<file path="src/tsglue_defines.svh">
`ifndef TSGLUE_DEFINES_SVH
`define TSGLUE_DEFINES_SVH

// z80 bus widths
`define TSG_ADDR_W 16
`define TSG_DATA_W 8

// low address byte of the border / beeper / tape port
`define TSG_PORT_FE 8'hFE

// covox sample port
`define TSG_PORT_FB 8'hFB

// saa1099 write port
`define TSG_PORT_SAA 8'hFF

// turbosound select, low nibble with a15 set
`define TSG_TS_NIBBLE 4'hD

// 28 MHz down to 3.5 MHz for the psg
`define TSG_YM_DIV 8

// cycles reset is held after all sources release
`define TSG_RST_STRETCH 16

`endif

</file>
<file path="src/tsglue_pkg.sv">
`default_nettype none
`include "tsglue_defines.svh"

package tsglue_pkg;

  // cpu bus straight from the z80 core
  typedef struct packed {
    logic [`TSG_ADDR_W-1:0] addr;
    logic [`TSG_DATA_W-1:0] dout;
    logic                   iorq_n;
    logic                   rd_n;
    logic                   wr_n;
  } z80_bus_t;

  // one-cycle port write events with their data byte
  typedef struct packed {
    logic                   fe_wr;
    logic                   fb_wr;
    logic [`TSG_DATA_W-1:0] data;
  } io_wr_t;

  // read selects decoded from the bus
  typedef struct packed {
    logic rom_rd;
    logic ts_rd;
    logic io_rd;
  } rd_sel_t;

  // read data from the cores around the glue
  typedef struct packed {
    logic [`TSG_DATA_W-1:0] rom;
    logic [`TSG_DATA_W-1:0] ram;
    logic [`TSG_DATA_W-1:0] ts;
    logic [`TSG_DATA_W-1:0] zifi;
    logic [`TSG_DATA_W-1:0] gs;
    logic [`TSG_DATA_W-1:0] fdc;
    logic [`TSG_DATA_W-1:0] ports;
    logic [`TSG_DATA_W-1:0] im2vect;
    logic                   ram_en;
    logic                   zifi_en;
    logic                   gs_en;
    logic                   fdc_en;
    logic                   ports_en;
    logic                   intack;
  } rd_sources_t;

  // which source drives the cpu data bus
  typedef enum logic [3:0] {
    RD_ROM,
    RD_RAM,
    RD_TS,
    RD_ZIFI,
    RD_GS,
    RD_FDC,
    RD_PORTS,
    RD_VECT,
    RD_NONE
  } rd_src_e;

  // phase counter of the psg clock enable
  typedef logic [$clog2(`TSG_YM_DIV)-1:0] ym_div_t;

endpackage

`default_nettype wire

</file>
<file path="src/reset_sync.sv">
`timescale 1ns/10ps
`default_nettype none
`include "tsglue_defines.svh"

module reset_sync (
  input  logic clk_28mhz,
  input  logic rst,
  input  logic locked,
  input  logic resetbtn_n,
  output logic sys_rst
);

  localparam int unsigned CNT_W = $clog2(`TSG_RST_STRETCH + 1);

  logic [1:0]       rst_pipe;
  logic [1:0]       lock_pipe;
  logic [1:0]       btn_pipe;
  logic             src_active;
  logic [CNT_W-1:0] hold_cnt;

  // two-flop sync, rst delayed alike so every source releases in step
  always_ff @(posedge clk_28mhz) begin
    rst_pipe  <= {rst_pipe[0], rst};
    lock_pipe <= {lock_pipe[0], locked};
    btn_pipe  <= {btn_pipe[0], resetbtn_n};
  end

  assign src_active = rst | rst_pipe[1] | ~lock_pipe[1] | ~btn_pipe[1];

  // reload while any source is active, then count the stretch down
  always_ff @(posedge clk_28mhz) begin
    if (src_active) begin
      hold_cnt <= CNT_W'(`TSG_RST_STRETCH);
    end else if (hold_cnt != '0) begin
      hold_cnt <= hold_cnt - 1'b1;
    end
  end

  assign sys_rst = src_active | (hold_cnt != '0);

endmodule

`default_nettype wire

</file>
<file path="src/cpu_bus_decode.sv">
`timescale 1ns/10ps
`default_nettype none
`include "tsglue_defines.svh"

module cpu_bus_decode (
  input  logic                  clk_28mhz,
  input  logic                  sys_rst,
  input  tsglue_pkg::z80_bus_t  bus,
  input  logic                  mreq_n,
  input  logic                  csrom,
  input  logic                  covox_en,
  output tsglue_pkg::io_wr_t    io_wr,
  output tsglue_pkg::rd_sel_t   rd_sel,
  output logic                  ts_bdir,
  output logic                  ts_bc,
  output logic                  saa_wr_n
);

  logic                   io_wr_act;
  logic                   ts_sel;
  logic                   fe_hit;
  logic                   fb_hit;
  logic                   fe_hit_q;
  logic                   fb_hit_q;
  logic                   fe_start;
  logic                   fb_start;
  logic                   fe_wr_q;
  logic                   fb_wr_q;
  logic [`TSG_DATA_W-1:0] wr_data_q;

  assign io_wr_act = ~bus.iorq_n & ~bus.wr_n;

  // turbosound sits on every port with a15 set and low nibble D
  assign ts_sel = ~bus.iorq_n & bus.addr[15] & (bus.addr[3:0] == `TSG_TS_NIBBLE);

  assign fe_hit = io_wr_act & (bus.addr[7:0] == `TSG_PORT_FE);
  // covox port only exists when switched on from the osd
  assign fb_hit = io_wr_act & covox_en & (bus.addr[7:0] == `TSG_PORT_FB);

  // first cycle of a match only, a held write gives one event
  assign fe_start = fe_hit & ~fe_hit_q;
  assign fb_start = fb_hit & ~fb_hit_q;

  always_ff @(posedge clk_28mhz) begin
    if (sys_rst) begin
      fe_hit_q <= 1'b0;
      fb_hit_q <= 1'b0;
      fe_wr_q  <= 1'b0;
      fb_wr_q  <= 1'b0;
    end else begin
      fe_hit_q <= fe_hit;
      fb_hit_q <= fb_hit;
      fe_wr_q  <= fe_start;
      fb_wr_q  <= fb_start;
    end
  end

  // data byte travels with the pulse
  always_ff @(posedge clk_28mhz) begin
    if (fe_start | fb_start) begin
      wr_data_q <= bus.dout;
    end
  end

  assign io_wr = '{fe_wr: fe_wr_q, fb_wr: fb_wr_q, data: wr_data_q};

  assign rd_sel = '{
    rom_rd: csrom & ~mreq_n & ~bus.rd_n,
    ts_rd:  ts_sel & ~bus.rd_n,
    io_rd:  ~bus.iorq_n & ~bus.rd_n
  };

  // psg strobes go straight to the sound chips
  assign ts_bdir  = ts_sel & ~bus.wr_n;
  assign ts_bc    = bus.addr[14];
  assign saa_wr_n = ~(io_wr_act & (bus.addr[7:0] == `TSG_PORT_SAA));

endmodule

`default_nettype wire

</file>
<file path="src/port_latches.sv">
`timescale 1ns/10ps
`default_nettype none

module port_latches (
  input  logic                clk_28mhz,
  input  logic                sys_rst,
  input  tsglue_pkg::io_wr_t  io_wr,
  output logic [2:0]          border,
  output logic                tape_out,
  output logic                speaker,
  output logic [7:0]          covox_sample
);

  logic [7:0] port_fe_q;
  logic [7:0] port_fb_q;

  // #FE, border colour plus mic and ear bits
  always_ff @(posedge clk_28mhz) begin
    if (sys_rst) begin
      port_fe_q <= 8'h00;
    end else if (io_wr.fe_wr) begin
      port_fe_q <= io_wr.data;
    end
  end

  // #FB covox sample
  always_ff @(posedge clk_28mhz) begin
    if (sys_rst) begin
      port_fb_q <= 8'h00;
    end else if (io_wr.fb_wr) begin
      port_fb_q <= io_wr.data;
    end
  end

  assign border       = port_fe_q[2:0];
  assign tape_out     = port_fe_q[3];
  assign speaker      = port_fe_q[4];
  assign covox_sample = port_fb_q;

endmodule

`default_nettype wire

</file>
<file path="src/sound_int_timing.sv">
`timescale 1ns/10ps
`default_nettype none
`include "tsglue_defines.svh"

module sound_int_timing (
  input  logic clk_28mhz,
  input  logic sys_rst,
  input  logic ftint,
  input  logic line_start,
  input  logic vdac2_sel,
  output logic ce_ym,
  output logic int_line
);

  tsglue_pkg::ym_div_t div;
  logic [1:0]          ftint_r;
  logic                ft_start;

  // 3.5 MHz enable, one pulse per divider turn
  always_ff @(posedge clk_28mhz) begin
    if (sys_rst) begin
      div   <= '0;
      ce_ym <= 1'b0;
    end else begin
      ce_ym <= (div == tsglue_pkg::ym_div_t'(`TSG_YM_DIV - 1));
      if (div == tsglue_pkg::ym_div_t'(`TSG_YM_DIV - 1)) begin
        div <= '0;
      end else begin
        div <= div + 1'b1;
      end
    end
  end

  // ft812 irq is active low, idle state is high
  always_ff @(posedge clk_28mhz) begin
    if (sys_rst) begin
      ftint_r  <= 2'b11;
      ft_start <= 1'b0;
    end else begin
      ftint_r  <= {ftint_r[0], ftint};
      ft_start <= ftint_r[1] & ~ftint_r[0];
    end
  end

  // second video dac replaces the line interrupt with the ft812 one
  assign int_line = vdac2_sel ? ft_start : line_start;

endmodule

`default_nettype wire

</file>
<file path="src/cpu_data_mux.sv">
`timescale 1ns/10ps
`default_nettype none

module cpu_data_mux (
  input  tsglue_pkg::rd_sel_t      rd_sel,
  input  tsglue_pkg::rd_sources_t  src,
  output logic [7:0]               cpu_di,
  output tsglue_pkg::rd_src_e      rd_src
);

  // first active source wins, idle bus reads as #FF
  always_comb begin
    cpu_di = 8'hFF;
    rd_src = tsglue_pkg::RD_NONE;
    if (rd_sel.rom_rd) begin
      cpu_di = src.rom;
      rd_src = tsglue_pkg::RD_ROM;
    end else if (src.ram_en) begin
      cpu_di = src.ram;
      rd_src = tsglue_pkg::RD_RAM;
    end else if (rd_sel.ts_rd) begin
      cpu_di = src.ts;
      rd_src = tsglue_pkg::RD_TS;
    end else if (src.zifi_en) begin
      cpu_di = src.zifi;
      rd_src = tsglue_pkg::RD_ZIFI;
    end else if (src.gs_en) begin
      cpu_di = src.gs;
      rd_src = tsglue_pkg::RD_GS;
    end else if (src.fdc_en) begin
      cpu_di = src.fdc;
      rd_src = tsglue_pkg::RD_FDC;
    end else if (src.ports_en & rd_sel.io_rd) begin
      // port data only counts during an i/o read
      cpu_di = src.ports;
      rd_src = tsglue_pkg::RD_PORTS;
    end else if (src.intack) begin
      cpu_di = src.im2vect;
      rd_src = tsglue_pkg::RD_VECT;
    end
  end

endmodule

`default_nettype wire

</file>
<file path="src/tsglue_top.sv">
`timescale 1ns/10ps
`default_nettype none

module tsglue_top (
  input  logic                     clk_28mhz,
  input  logic                     rst,
  input  logic                     locked,
  input  logic                     resetbtn_n,
  input  tsglue_pkg::z80_bus_t     bus,
  input  logic                     mreq_n,
  input  logic                     csrom,
  input  logic                     covox_en,
  input  tsglue_pkg::rd_sources_t  src,
  input  logic                     ftint,
  input  logic                     line_start,
  input  logic                     vdac2_sel,
  output logic                     sys_rst,
  output logic [2:0]               border,
  output logic                     tape_out,
  output logic                     speaker,
  output logic [7:0]               covox_sample,
  output logic [7:0]               cpu_di,
  output tsglue_pkg::rd_src_e      rd_src,
  output logic                     ts_bdir,
  output logic                     ts_bc,
  output logic                     saa_wr_n,
  output logic                     ce_ym,
  output logic                     int_line
);

  tsglue_pkg::io_wr_t  io_wr;
  tsglue_pkg::rd_sel_t rd_sel;

  reset_sync reset_sync_inst (
    .clk_28mhz  (clk_28mhz),
    .rst        (rst),
    .locked     (locked),
    .resetbtn_n (resetbtn_n),
    .sys_rst    (sys_rst)
  );

  cpu_bus_decode cpu_bus_decode_inst (
    .clk_28mhz (clk_28mhz),
    .sys_rst   (sys_rst),
    .bus       (bus),
    .mreq_n    (mreq_n),
    .csrom     (csrom),
    .covox_en  (covox_en),
    .io_wr     (io_wr),
    .rd_sel    (rd_sel),
    .ts_bdir   (ts_bdir),
    .ts_bc     (ts_bc),
    .saa_wr_n  (saa_wr_n)
  );

  port_latches port_latches_inst (
    .clk_28mhz    (clk_28mhz),
    .sys_rst      (sys_rst),
    .io_wr        (io_wr),
    .border       (border),
    .tape_out     (tape_out),
    .speaker      (speaker),
    .covox_sample (covox_sample)
  );

  sound_int_timing sound_int_timing_inst (
    .clk_28mhz  (clk_28mhz),
    .sys_rst    (sys_rst),
    .ftint      (ftint),
    .line_start (line_start),
    .vdac2_sel  (vdac2_sel),
    .ce_ym      (ce_ym),
    .int_line   (int_line)
  );

  cpu_data_mux cpu_data_mux_inst (
    .rd_sel (rd_sel),
    .src    (src),
    .cpu_di (cpu_di),
    .rd_src (rd_src)
  );

endmodule

`default_nettype wire

</file>
<file path="config.mk">
export PLATFORM = sky130hd
export DESIGN_NAME = tsglue_top
export DESIGN_NICKNAME = d
export VERILOG_FILES = /design/src/tsglue_pkg.sv /design/src/reset_sync.sv /design/src/cpu_bus_decode.sv /design/src/port_latches.sv /design/src/sound_int_timing.sv /design/src/cpu_data_mux.sv /design/src/tsglue_top.sv
export VERILOG_INCLUDE_DIRS = /design/src
export SDC_FILE = /design/constraint.sdc
export NUM_CORES = 1
export LEC_CHECK = 0
export BUFFER_PORTS_ARGS = -buffer_cell sky130_fd_sc_hd__buf_2
export CAP_MARGIN = 30
export CORE_AREA = 2 2 111 86
export DETAILED_ROUTE_END_ITERATION = 10
export DIE_AREA = 0 0 113 88
export SLEW_MARGIN = 5
export SYNTH_ARGS = -nofsm -noshare
export SYNTH_HDL_FRONTEND = slang
export SYNTH_SLANG_ARGS = --single-unit
</file>
<file path="constraint.sdc">
create_clock -name clk_28mhz -period 5.14 [get_ports clk_28mhz]
set_input_delay 0.514 -clock clk_28mhz [delete_from_list [all_inputs] [get_ports clk_28mhz]]
set_output_delay 0.514 -clock clk_28mhz [all_outputs]
set_load 0.02 [all_outputs]
</file>
==> flow_summary.json <==
{
  "die_x_um": 113,
  "synth_top_area_share_pct": 31.15,
  "synthesis.area_sq_um": 2250,
  "synth_edf_count": 8,
  "synth_mux_area_share_pct": 7.620,
  "synth_xor_area_share_pct": 1.168,
  "cts_buffers": 5,
  "critPathRequiredTime_ns": 4.63,
  "avgSynthCellArea_sq_um": 9.182,
  "clkSinkCount": 43,
  "root_buffer": "clkbuf_16",
  "crit_top_cell": "buf_2",
  "setup_viol": 0,
  "final_nets": 479,
  "htreeDepth": 2,
  "synth-async-reset-ratio_pct": 0,
  "yosysWarnings": 0,
  "overflow": 0,
  "grt_pass1_vias": 2187,
  "end_kind": "output port",
  "violations": "DRC",
  "synth_cell_types": 49,
  "final.fill_count": 920,
  "fin_skew_ns": 0.003780,
  "clock_path_buffers": 2,
  "syn_inst": 245,
  "crit_slowest_cell": "or3b_2",
  "hold_buffers": 0,
  "design_area_sq_um": 3163,
  "finalCritPeriodShare_pct": 53.77,
  "cts_resized": 0,
  "globalRoute.busiestLayer": "met2",
  "antenna_found_initial": 0,
  "grt_use_met3_pct": 2.630,
  "coreArea_sq_um": 8859,
  "status": "finished with violations",
  "grt_max_degree": 21,
  "max_freq_mhz": 361.8,
  "ant_nets": 0,
  "drv_slew": 0,
  "arrival_ns": 2.25,
  "ir_worst_vdd_mv": 0.1119,
  "power.density_nw_per_um2": 260.2,
  "synth_top_family_by_area": "simple AND/OR/NAND/NOR gates",
  "viasPerCell": 4.721,
  "cts.clk_slew.worst_paths_ns": 0.06,
  "portBuffers": 129,
  "dieArea_sq_um": 9944,
  "grt_usage_pct": 13.07,
  "use_met1_pct": 17.95,
  "setup_tns_ns": 0,
  "rsz0062_at_grt": "no",
  "hold_violations": 0,
  "grt_pass1_wl_um": 10380,
  "post_drt_wl_per_cell_um": 14.11,
  "synthSimpleGateAreaFrac_pct": 28.14,
  "cts_tree": "built",
  "slew-limit-headroom_pct": 37.71,
  "synthAdderAreaFrac_pct": 2.225,
  "synthFlopType": "dfxtp_1",
  "synth_nets": 356,
  "cp_max_fo": 10,
  "synth_area_leaders": "dfxtp_1 (31%), edfxtp_1 (11%), mux2i_1 (7.1%), nor2_1 (4.7%), nor3b_1 (4.0%)",
  "worstPathCellList": "buf_2, or3b_2, mux2i_1, or4_1, o22ai_1, buf_2",
  "synth_compound_area_share_pct": 15.35,
  "post_cts_buffers": 0,
  "worst_pin_slew_ns": 0.9324,
  "first_iter_violations": 113,
  "yosysSeqAreaShare_pct": 41.82,
  "syn_to_final_growth_pct": 40.60,
  "num_rows": 30,
  "layout_min_cycle_time_ns": 2.764,
  "placedInstanceArea_sq_um": 2990,
  "post-dp-hpwl_um": 5549,
  "remaining_drc_errors": 6,
  "gp_congestion": 0.8244,
  "p_leak_uw": 0.001383,
  "start_kind": "primary input",
  "cpPeakStageDelay_ns": 0.60,
  "via_count": 2271,
  "gr-usage-met2_pct": 21.61,
  "routed_wl_um": 6787,
  "timing.max_cap.violations": 0,
  "start_util_pct": 25.40,
  "clkLatencyLatePin_ns": 0.28,
  "ios": 138,
  "synth_largest_area_cell": "dfxtp_1",
  "die_y_um": 88,
  "dr.pass1.iters": 7,
  "antennaDiodeCount": 0,
  "crit_type": "primary input to output port",
  "drive_gt1_share_pct": 38.75,
  "hold_class": "flop to flop",
  "ys_ff_latch": 43
}
-- where the power goes --
part | internal [uW] | total (uW) | switching [uW]
Clock | 224 | 351 | 126
Sequential | 347 | 349 | 1.88
Combinational | 60.2 | 124 | 63.7
-- sequential cells by signal (all words and copies together), names as in the netlist, 2 cells and up --
register / flops
cpu_bus_decode_inst.wr_data_q: 8
port_latches_inst.covox_sample: 8
port_latches_inst.port_fe_q: 5
reset_sync_inst.hold_cnt: 5
sound_int_timing_inst.div: 3
reset_sync_inst.btn_pipe: 2
reset_sync_inst.lock_pipe: 2
reset_sync_inst.rst_pipe: 2
sound_int_timing_inst.ftint_r: 2
-- worst max-delay path: cells and delay by family --
kind	cells	cell delay, ns
AND/OR/NAND/NOR	2	1.09
buffers and inverters	2	0.32
multiplexers	1	0.20
AO/OA/AOI/OAI	1	0.12
-- synth_stat cells (4+ instances only) --
cell type   n
a211oi_1    4
a21oi_1    12
and3_1      5
clkbuf_1   10
dfxtp_1    35
edfxtp_1    8
ha_1        4
inv_1       4
mux2i_1    16
nand2_1    10
nand2b_1    7
nand3b_1    4
nor2_1     28
nor2b_1     9
nor3_1      8
nor3b_1    12
o21a_1      4
o21ai_0     6
-- path summary, 6_finish.rpt --
kind	from	endpoint	slack, ns	depth (start not counted)
worst min-delay path	reset_sync_inst.btn_pipe[0]$_DFF_P_	reset_sync_inst.btn_pipe[1]$_DFF_P_	0.33	0
worst min register to register	reset_sync_inst.btn_pipe[0]$_DFF_P_	reset_sync_inst.btn_pipe[1]$_DFF_P_	0.33	0
worst max-delay path	bus[1]	cpu_di[6]	2.38	6
worst max register to register	reset_sync_inst.hold_cnt[0]$_SDFFE_PP0P_	cpu_bus_decode_inst.fb_wr_q$_SDFF_PP0_	3.07	6
-- kinds of logic (layout without fill, tap and decap cells) --
group | Yosys count | after routing
AO/OA/AOI/OAI | 50 | 50
XOR/XNOR | 3 | 3
adder cells (fa/ha/maj) | 4 | 4
buffers and inverters | 20 | 144
flip-flops | 43 | 43
multiplexers | 17 | 17
AND/OR/NAND/NOR | 108 | 108
-- through the flow --
| step | total power, uW | hold WS, ns | setup WS [ns] | utilization, % | cells |
|---|---|---|---|---|---|
| CTS | 836.4 | 0.3221 | 2.383 | 35.71 | 481 |
| floorplan | 420.6 | 0.3096 | 2.555 | - | 245 |
| global route | 861.5 | 0.3203 | 2.242 | 35.71 | 481 |
| finish | 823.1 | 0.3259 | 2.376 | 35.71 | 481 |
| global placement | 477.9 | 0.3118 | 2.391 | 33.76 | 473 |
| detailed placement | 479.8 | 0.3121 | 2.386 | 33.76 | 473 |
-- metal layers --
| metal | wire [um] | share of wire [%] | up-vias |
|---|---|---|---|
| met2 | 3141 | 46 | 50 |
| met5 | 0 | 0 | - |
| met3 | 311 | 4.6 | 7 |
| li1 | - | - | 1150 |
| met1 | 3271 | 48 | 1064 |
| met4 | 62 | 0.91 | 0 |
-- placed cells by master, fill, tap and decap left out, types with 5 or more instances in the layout --
| cell | netlist | final |
|---|---|---|
| buf_2 | 3 | 129 |
| dfxtp_1 | 35 | 35 |
| nor2_1 | 28 | 28 |
| mux2i_1 | 16 | 16 |
| nor3b_1 | 12 | 12 |
| a21oi_1 | 12 | 12 |
| nand2_1 | 10 | 10 |
| nor2b_1 | 9 | 9 |
| nor3_1 | 8 | 8 |
| edfxtp_1 | 8 | 8 |
| nand2b_1 | 7 | 7 |
| o21ai_0 | 6 | 6 |
| clkbuf_16 | 0 | 6 |
| and3_1 | 5 | 5 |
-- area by class of cell --
class                   count  area (sq um)  area share, %
multi-input cells         182          1226          38.77
flip-flops and latches     43         940.9          29.75
repair buffers            132         668.1          21.12
clock buffers               7         163.9          5.182
well taps                 112         140.1          4.430
inverters                   4         15.01         0.4747
clock inverters             1         8.758         0.2769
No activity file was read; power rests on OpenSTA's default activity.
